===== src/verilog/dot_pkg.sv =====
`default_nettype none

package dot_pkg;

    // frame outcome, first over/underflow wins
    typedef enum logic [1:0] {
        sat_none  = 2'b00,
        sat_over  = 2'b01,
        sat_under = 2'b10
    } sat_t;

    localparam int PAIR_WIDTH = 16;

    // one signed fixed-point sample
    typedef logic signed [PAIR_WIDTH-1:0] pair_word_t;

    // sample pair as it travels on the input stream, a in the upper half
    typedef struct packed {
        pair_word_t a;
        pair_word_t b;
    } pair_t;

endpackage

`default_nettype wire


===== src/verilog/sample_if.sv =====
`timescale 1ns/1ps
`default_nettype none

// one stream word per valid strobe, throttled upstream
interface sample_if #(
    parameter type payload_t = logic
);

    payload_t data;
    logic     valid;
    // frame marks, only meaningful while valid is high
    logic     sof;
    logic     eof;

    modport src (
        output data,
        output valid,
        output sof,
        output eof
    );

    modport dst (
        input data,
        input valid,
        input sof,
        input eof
    );

endinterface

`default_nettype wire


===== src/verilog/req_ack_rx.sv =====
`timescale 1ns/1ps
`default_nettype none

module req_ack_rx
    import dot_pkg::*;
#(
    parameter int  IN_WIDTH = 16,
    parameter int  IN_FRAC  = 12,
    parameter type word_t   = pair_t
) (
    input  wire                       clk,
    input  wire                       rst,
    input  wire                       in_req,
    output logic                      in_ack,
    input  wire signed [IN_WIDTH-1:0] in_a,
    input  wire signed [IN_WIDTH-1:0] in_b,
    input  wire                       in_sof,
    input  wire                       in_eof,
    input  wire                       ready,
    sample_if.src                     pair_out
);

    typedef enum logic {
        st_idle,
        st_ack
    } state_t;

    state_t state;
    word_t  pair_q;
    logic   sof_q;
    logic   eof_q;
    logic   valid_q;
    logic   accept;

    // the stream word must hold exactly one a and one b
    if ($bits(word_t) != 2 * IN_WIDTH) begin : g_width_check
        $error("word_t does not hold two IN_WIDTH samples");
    end
    if (IN_FRAC >= IN_WIDTH) begin : g_frac_check
        $error("IN_FRAC leaves no integer bit in the samples");
    end

    // new request, and the result queue still has room
    assign accept = (state == st_idle) && in_req && ready;

    always_ff @(posedge clk) begin
        if (rst) begin
            state   <= st_idle;
            valid_q <= 1'b0;
        end else begin
            valid_q <= accept;
            case (state)
                st_idle: begin
                    if (accept) begin
                        state <= st_ack;
                    end
                end
                st_ack: begin
                    // hold ack until the source lets go of req
                    if (!in_req) begin
                        state <= st_idle;
                    end
                end
                default: state <= st_idle;
            endcase
        end
    end

    always_ff @(posedge clk) begin
        if (accept) begin
            pair_q <= word_t'({in_a, in_b});
            sof_q  <= in_sof;
            eof_q  <= in_eof;
        end
    end

    assign in_ack         = (state == st_ack);
    assign pair_out.data  = pair_q;
    assign pair_out.valid = valid_q;
    assign pair_out.sof   = sof_q;
    assign pair_out.eof   = eof_q;

    // ack rises only while the source still holds req
    assert property (@(posedge clk) disable iff (rst)
        $rose(in_ack) |-> in_req);

endmodule

`default_nettype wire


===== src/verilog/fixed_mult.sv =====
`timescale 1ns/1ps
`default_nettype none

module fixed_mult #(
    parameter int IN_WIDTH  = 16,
    parameter int IN_FRAC   = 12,
    parameter int ACC_WIDTH = 32,
    parameter int ACC_FRAC  = 18
) (
    input  wire   clk,
    input  wire   rst,
    sample_if.dst pair_in,
    sample_if.src prod_out
);

    localparam int PROD_W = 2 * IN_WIDTH;
    // positive means the product moves left
    localparam int SHIFT  = ACC_FRAC - 2 * IN_FRAC;
    localparam int LEFT   = (SHIFT > 0) ? SHIFT : 0;
    // room for the full product plus any left shift
    localparam int EXT_W  = ((PROD_W > ACC_WIDTH) ? PROD_W : ACC_WIDTH) + LEFT;

    logic signed [IN_WIDTH-1:0]  a;
    logic signed [IN_WIDTH-1:0]  b;
    logic signed [PROD_W-1:0]    prod;
    logic signed [EXT_W-1:0]     prod_ext;
    logic signed [EXT_W-1:0]     aligned;
    logic signed [ACC_WIDTH-1:0] word_q;
    logic                        valid_q;
    logic                        sof_q;
    logic                        eof_q;

    assign a = pair_in.data.a;
    assign b = pair_in.data.b;

    // full precision, 2*IN_FRAC fraction bits
    assign prod     = a * b;
    assign prod_ext = EXT_W'(prod);

    generate
        if (SHIFT > 0) begin : g_shift_left
            assign aligned = prod_ext <<< SHIFT;
        end else if (SHIFT < 0) begin : g_shift_right
            // truncation, rounds toward minus infinity
            assign aligned = prod_ext >>> (-SHIFT);
        end else begin : g_no_shift
            assign aligned = prod_ext;
        end
    endgenerate

    always_ff @(posedge clk) begin
        if (rst) begin
            valid_q <= 1'b0;
        end else begin
            valid_q <= pair_in.valid;
        end
    end

    always_ff @(posedge clk) begin
        word_q <= aligned[ACC_WIDTH-1:0];
        sof_q  <= pair_in.sof;
        eof_q  <= pair_in.eof;
    end

    assign prod_out.data  = word_q;
    assign prod_out.valid = valid_q;
    assign prod_out.sof   = sof_q;
    assign prod_out.eof   = eof_q;

endmodule

`default_nettype wire


===== src/verilog/sat_acc.sv =====
`timescale 1ns/1ps
`default_nettype none

module sat_acc
    import dot_pkg::*;
#(
    parameter int ACC_WIDTH = 32
) (
    input  wire                         clk,
    input  wire                         rst,
    sample_if.dst                       prod_in,
    output logic signed [ACC_WIDTH-1:0] sum,
    output sat_t                        flag,
    output logic                        done
);

    localparam logic signed [ACC_WIDTH-1:0] SUM_MAX = {1'b0, {(ACC_WIDTH-1){1'b1}}};
    localparam logic signed [ACC_WIDTH-1:0] SUM_MIN = {1'b1, {(ACC_WIDTH-1){1'b0}}};

    // accumulate stage
    logic signed [ACC_WIDTH-1:0] acc;
    logic                        chk_valid;
    logic                        chk_sof;
    logic                        chk_eof;
    logic                        acc_sign_prev;
    logic                        add_sign;

    // check stage
    sat_t                        sticky;
    logic signed [ACC_WIDTH-1:0] acc_r;
    logic                        res_valid;

    // wrap-around sum, a sof word starts over
    always_ff @(posedge clk) begin
        if (rst) begin
            acc       <= '0;
            chk_valid <= 1'b0;
            chk_eof   <= 1'b0;
        end else begin
            chk_valid <= prod_in.valid;
            chk_eof   <= prod_in.valid && prod_in.eof;
            if (prod_in.valid) begin
                if (prod_in.sof) begin
                    acc <= prod_in.data;
                end else begin
                    acc <= acc + prod_in.data;
                end
            end
        end
    end

    // operand signs of the addition just made, checked one stage later
    always_ff @(posedge clk) begin
        acc_sign_prev <= acc[ACC_WIDTH-1];
        add_sign      <= prod_in.data[ACC_WIDTH-1];
        chk_sof       <= prod_in.sof;
    end

    // equal operand signs but a flipped sum sign means the addition wrapped
    always_ff @(posedge clk) begin
        if (rst) begin
            sticky    <= sat_none;
            res_valid <= 1'b0;
        end else begin
            res_valid <= chk_eof;
            if (chk_valid) begin
                if (chk_sof) begin
                    sticky <= sat_none;
                end else if (sticky == sat_none) begin
                    if (!acc_sign_prev && !add_sign && acc[ACC_WIDTH-1]) begin
                        sticky <= sat_over;
                    end else if (acc_sign_prev && add_sign && !acc[ACC_WIDTH-1]) begin
                        sticky <= sat_under;
                    end
                end
            end
        end
    end

    always_ff @(posedge clk) begin
        acc_r <= acc;
    end

    // result stage
    always_ff @(posedge clk) begin
        if (rst) begin
            done <= 1'b0;
        end else begin
            done <= res_valid;
        end
    end

    always_ff @(posedge clk) begin
        if (res_valid) begin
            flag <= sticky;
            case (sticky)
                sat_over:  sum <= SUM_MAX;
                sat_under: sum <= SUM_MIN;
                default:   sum <= acc_r;
            endcase
        end
    end

    // one strobe per frame, frames never end on back-to-back cycles
    assert property (@(posedge clk) disable iff (rst)
        done |=> !done);

endmodule

`default_nettype wire


===== src/verilog/result_tx.sv =====
`timescale 1ns/1ps
`default_nettype none

module result_tx
    import dot_pkg::*;
#(
    parameter int ACC_WIDTH    = 32,
    parameter int RESULT_DEPTH = 4
) (
    input  wire                         clk,
    input  wire                         rst,
    input  wire signed [ACC_WIDTH-1:0]  sum,
    input  wire sat_t                   flag,
    input  wire                         done,
    output logic                        ready,
    output logic                        out_req,
    input  wire                         out_ack,
    output logic signed [ACC_WIDTH-1:0] out_sum,
    output sat_t                        out_sat
);

    localparam int PTR_W = (RESULT_DEPTH > 1) ? $clog2(RESULT_DEPTH) : 1;
    localparam int CNT_W = $clog2(RESULT_DEPTH + 1);

    typedef enum logic [1:0] {
        st_idle,
        st_req,
        st_release
    } state_t;

    logic signed [ACC_WIDTH-1:0] sum_mem [RESULT_DEPTH];
    sat_t                        flag_mem [RESULT_DEPTH];
    logic [PTR_W-1:0]            wr_ptr;
    logic [PTR_W-1:0]            rd_ptr;
    logic [CNT_W-1:0]            count;
    state_t                      state;
    logic                        pop;

    // margin for the two results that may still be in flight
    if (RESULT_DEPTH < 3) begin : g_depth_check
        $error("RESULT_DEPTH must be at least 3");
    end

    function automatic logic [PTR_W-1:0] next_ptr(input logic [PTR_W-1:0] ptr);
        if (ptr == PTR_W'(RESULT_DEPTH - 1)) begin
            return '0;
        end else begin
            return ptr + 1'b1;
        end
    endfunction

    always_ff @(posedge clk) begin
        if (done) begin
            sum_mem[wr_ptr]  <= sum;
            flag_mem[wr_ptr] <= flag;
        end
    end

    // entry leaves once the sink has acknowledged it
    assign pop = (state == st_req) && out_ack;

    always_ff @(posedge clk) begin
        if (rst) begin
            wr_ptr <= '0;
            rd_ptr <= '0;
            count  <= '0;
        end else begin
            if (done) begin
                wr_ptr <= next_ptr(wr_ptr);
            end
            if (pop) begin
                rd_ptr <= next_ptr(rd_ptr);
            end
            case ({done, pop})
                2'b10:   count <= count + 1'b1;
                2'b01:   count <= count - 1'b1;
                default: count <= count;
            endcase
        end
    end

    // four-phase sender
    always_ff @(posedge clk) begin
        if (rst) begin
            state <= st_idle;
        end else begin
            case (state)
                st_idle: begin
                    if (count != '0) begin
                        state <= st_req;
                    end
                end
                st_req: begin
                    if (out_ack) begin
                        state <= st_release;
                    end
                end
                st_release: begin
                    // wait for the sink to drop ack before the next word
                    if (!out_ack) begin
                        state <= st_idle;
                    end
                end
                default: state <= st_idle;
            endcase
        end
    end

    assign out_req = (state == st_req);
    assign out_sum = sum_mem[rd_ptr];
    assign out_sat = flag_mem[rd_ptr];
    assign ready   = (count <= CNT_W'(RESULT_DEPTH - 3));

    // the ready margin upstream must keep every result
    assert property (@(posedge clk) disable iff (rst)
        done |-> (count < CNT_W'(RESULT_DEPTH)));

endmodule

`default_nettype wire


===== src/verilog/frame_dot_top.sv =====
`timescale 1ns/1ps
`default_nettype none

module frame_dot_top
    import dot_pkg::*;
#(
    parameter int IN_WIDTH     = 16,
    parameter int IN_FRAC      = 12,
    parameter int ACC_WIDTH    = 32,
    parameter int ACC_FRAC     = 18,
    parameter int RESULT_DEPTH = 4
) (
    input  wire                        clk,
    input  wire                        rst,
    input  wire                        in_req,
    output wire                        in_ack,
    input  wire signed [IN_WIDTH-1:0]  in_a,
    input  wire signed [IN_WIDTH-1:0]  in_b,
    input  wire                        in_sof,
    input  wire                        in_eof,
    output wire                        out_req,
    input  wire                        out_ack,
    output wire signed [ACC_WIDTH-1:0] out_sum,
    output wire sat_t                  out_sat
);

    wire                        ready;
    wire signed [ACC_WIDTH-1:0] acc_sum;
    wire sat_t                  acc_flag;
    wire                        acc_done;

    // raw pairs, then aligned products
    sample_if #(.payload_t(pair_t)) pair_if ();
    sample_if #(.payload_t(logic signed [ACC_WIDTH-1:0])) prod_if ();

    req_ack_rx #(
        .IN_WIDTH (IN_WIDTH),
        .IN_FRAC  (IN_FRAC),
        .word_t   (pair_t)
    ) i_rx (
        .clk      (clk),
        .rst      (rst),
        .in_req   (in_req),
        .in_ack   (in_ack),
        .in_a     (in_a),
        .in_b     (in_b),
        .in_sof   (in_sof),
        .in_eof   (in_eof),
        .ready    (ready),
        .pair_out (pair_if.src)
    );

    fixed_mult #(
        .IN_WIDTH  (IN_WIDTH),
        .IN_FRAC   (IN_FRAC),
        .ACC_WIDTH (ACC_WIDTH),
        .ACC_FRAC  (ACC_FRAC)
    ) i_mult (
        .clk      (clk),
        .rst      (rst),
        .pair_in  (pair_if.dst),
        .prod_out (prod_if.src)
    );

    sat_acc #(
        .ACC_WIDTH (ACC_WIDTH)
    ) i_acc (
        .clk     (clk),
        .rst     (rst),
        .prod_in (prod_if.dst),
        .sum     (acc_sum),
        .flag    (acc_flag),
        .done    (acc_done)
    );

    result_tx #(
        .ACC_WIDTH    (ACC_WIDTH),
        .RESULT_DEPTH (RESULT_DEPTH)
    ) i_tx (
        .clk     (clk),
        .rst     (rst),
        .sum     (acc_sum),
        .flag    (acc_flag),
        .done    (acc_done),
        .ready   (ready),
        .out_req (out_req),
        .out_ack (out_ack),
        .out_sum (out_sum),
        .out_sat (out_sat)
    );

endmodule

`default_nettype wire


===== config.mk =====
export PLATFORM = sky130hd
export DESIGN_NAME = frame_dot_top
export DESIGN_NICKNAME = d
export VERILOG_FILES = /design/src/verilog/dot_pkg.sv /design/src/verilog/sample_if.sv /design/src/verilog/req_ack_rx.sv /design/src/verilog/fixed_mult.sv /design/src/verilog/sat_acc.sv /design/src/verilog/result_tx.sv /design/src/verilog/frame_dot_top.sv
export SDC_FILE = /design/constraint.sdc
export NUM_CORES = 1
export LEC_CHECK = 0
export BUFFER_PORTS_ARGS = -buffer_cell sky130_fd_sc_hd__buf_2
export CORE_MARGIN = 4
export CORE_UTILIZATION = 52
export CTS_BUF_LIST = sky130_fd_sc_hd__clkbuf_8
export CTS_CLUSTER_DIAMETER = 120
export CTS_CLUSTER_SIZE = 8
export DETAILED_ROUTE_END_ITERATION = 16
export PLACE_DENSITY = 0.71
export RECOVER_POWER = 50
export SLEW_MARGIN = 40
export SYNTH_ARGS = -nofsm -noshare
export SYNTH_HDL_FRONTEND = slang
export SYNTH_HIERARCHICAL = 1
export SYNTH_SLANG_ARGS = --single-unit

===== constraint.sdc =====
create_clock -name clk -period 5.6 [get_ports clk]
set_input_delay 1.12 -clock clk [delete_from_list [all_inputs] [get_ports clk]]
set_output_delay 1.12 -clock clk [all_outputs]
set_load 0.03 [all_outputs]

==> flow_summary.ini <==
[run_status]
outcome = finished, violations left
violations = capacitance limit, slew limit, setup timing

[floorplanning]
initial_core_util_pct = 53.1
io_pins = 74
core_sq_um = 42300
rows = 75
die_height_um = 216
die_area_sq_um = 46600
die_x_um = 216

[clock_network]
clk_transition_reported_paths_ns = 0.07
cts_tree = built
cts_sinks = 318
cts-buffers-inserted = 45
cts_max_level = 2
cts-root-buf = clkbuf_8
clk_latency_ns = 0.62
hold_buffers = 0
cts_buffer_depth = 3

[setup_path]
r2r_cells = 20
path_class = flip-flop to flip-flop
critPathCaptureType = flip-flop
critPathMaxFanout = 4
cp-start-kind = flip-flop
cp.required_ns = 6.10
cp.arrival_ns = 6.15

[final_layout]
layout-drive-gt1-share_pct = 18.1
n_fill_cell = 3310
layout.nets = 2600
design_area_sq_um = 25600
antenna_cells = 0
syn_to_final_growth_pct = 14.1
layoutNonFillerInstCount = 2786

[yosys]
synth_cell_type_count = 83
postSynthCellCount = 1968
ys_ff_latch = 318
synth-xor-area-share_pct = 2.38
syn-num-nets = 2391
yosysSeqAreaShare_pct = 37.4
ys_async_sr_fraction_pct = 0
synth_top_family_by_area = adder cells
synth_top_area_cell = edfxtp_1
synth_edf_count = 204
yosysWarnings = 6
yosys-top-cells-count = inv_1, fa_1, edfxtp_1, nand2_1, and2_1
synth_top_area_share_pct = 27.3
synth_ff_type = edfxtp_1
synth.most_common_cell = inv_1
synth_compound_area_share_pct = 7.49
synth-simple-area-share_pct = 10.9
yosys-top-cells-area = edfxtp_1, fa_1, dfxtp_1
synth_fa_ha_area_share_pct = 30.2
netlist_area_sq_um = 22500
avgSynthCellArea_sq_um = 11.4
muxShareOfSynthArea_pct = 4.07

[sta]
rsz0062_at_grt = yes
setup_viol = 4
worst_slew_pin_slew_ns = 2.50
drv_slew = 168
relSlewSlack_pct = -66.6
fmax_ghz = 0.177
hold_viol_final = 0
fin_crit_sh_pct = 101
min_period_ns = 5.65
skew_ns = 0.0429
tns_ns = -0.0950
setup_ws_ns = -0.0514

[drt]
drt-wirelength-per-cell_um = 16.4
drt-pass1-iter-count = 5
wl_met1_um = 19400
finalWirelength_um = 45600
drtAntennaViolNets = 0
wl_met3_um = 2060
viasPerCell = 5.18
dr.first_iter.drc_count = 794
wl_met2_um = 23000
top_layer = met4
num_vias = 14424
drc = 0

[global_routing]
antenna_found_initial = 0
track_usage_pct = 20.3
grt_pass1_vias = 15763
overflow = 0
grt_pass1_wl_um = 77900
grt_max_degree = 59

[placed_design]
place_area_sq_um = 24300
place_inst = 2672
place_congestion = 0.881
dp_hpwl_um = 35100
dp_slack_ns = -0.223
io_buffers = 73

[run]
drv_cap = 4

[hold_path]
hold_class = flip-flop to flip-flop
hold_depth = 0
[sequential cells by signal, indices dropped and copies added (netlist names), 2 cells and up, named ones only]
name                  flops
i_acc/acc                32
i_acc/acc_r              32
i_acc/flag                2
i_acc/sticky              2
i_acc/sum                32
i_mult/prod_out.data     26
i_rx/pair_out.data       32
i_tx/count                3
i_tx/flag_mem             8
i_tx/rd_ptr               2
i_tx/state                2
i_tx/sum_mem            128
i_tx/wr_ptr               2
[metal layers]
| layer | vias up | global-route usage, % |
|---|---|---|
| met1 | 7168 | 25.5 |
| met2 | 317 | 36.3 |
| met5 | - | 0 |
| li1 | 6864 | - |
| met3 | 75 | 3.59 |
| met4 | 0 | 5.58 |
[final cells by class]
| type | count | area [sq um] | area share, % |
|---|---|---|---|
| multi-input combinational | 1225 | 12700 | 49.4 |
| sequential | 318 | 8410 | 32.8 |
| timing repair buffer | 241 | 1760 | 6.87 |
| inverter | 346 | 1300 | 5.07 |
| tap | 577 | 722 | 2.82 |
| clock buffer | 46 | 633 | 2.47 |
| clock inverter | 33 | 156 | 0.610 |
[per-stage QoR]
stage / util [%] / hold slack, ns
after floorplan: - / 0.323
after CTS: 60.0 / 0.347
after global placement: 57.5 / 0.331
final: 60.6 / 0.344
after detailed placement: 57.5 / 0.331
after global routing: 60.6 / 0.367
[logic make-up after synthesis]
logic type / Yosys count
AO/OA/AOI/OAI: 241
XOR/XNOR: 61
adder cells (fa/ha/maj): 385
AND/OR/NAND/NOR: 491
multiplexers: 47
buffers and inverters: 425
flip-flops: 318
[placed cells by master, fill, tap and decap left out, types with 10 or more instances in the layout]
master	synthesis	final
inv_1	345	367
fa_1	262	251
edfxtp_1	204	204
nand2_1	192	187
buf_4	7	142
and2_1	126	119
dfxtp_1	114	112
ha_1	123	109
nor2_1	80	79
o21ai_0	74	73
buf_2	7	71
clkbuf_8	0	46
xnor2_1	46	46
a21oi_1	45	43
mux4_2	30	30
a21o_1	17	17
buf_6	2	16
xor2_1	15	15
o211ai_1	14	14
nand3_1	13	13
ha_4	0	13
fa_2	0	11
nand2b_1	10	10
nor3_1	10	10
mux2i_1	10	10
a311oi_1	10	10
[worst max-delay path, stage by stage (launching register included)]
cell and delay (ns):
edfxtp_1 0.44, buf_4 0.16, and2_4 0.13, fa_1 0.54, inv_1 0.05, fa_1 0.48
fa_1 0.44, fa_1 0.54, inv_1 0.05, fa_1 0.53, inv_1 0.05, fa_1 0.51
inv_2 0.05, ha_4 0.21, and3_4 0.18, a221oi_4 0.30, a21o_1 0.20, o311ai_4 0.13
o31ai_4 0.21, nor3_1 0.07, a311o_1 0.27
[path summary, 6_finish.rpt]
kind / from / endpoint / slack [ns]
worst max-delay path: i_rx/pair_out.data[6] / i_mult/prod_out.data[17] / -0.05
worst min-delay path: i_rx/pair_out.sof / i_mult/prod_out.sof / 0.34
worst max register to register: i_rx/pair_out.data[6] / i_mult/prod_out.data[17] / -0.05
worst min register to register: i_rx/pair_out.sof / i_mult/prod_out.sof / 0.34
[timing repair]
item	in CTS	in global routing
buffers inserted	22	13
pin swaps	35	45
setup endpoints to repair	15	17
endpoints found under the hold margin	0	0
gates resized for setup	25	37
Power is left out: the tool's default activity adds up to more than one toggle a clock period on the data nets, which glitch-free logic cannot reach.
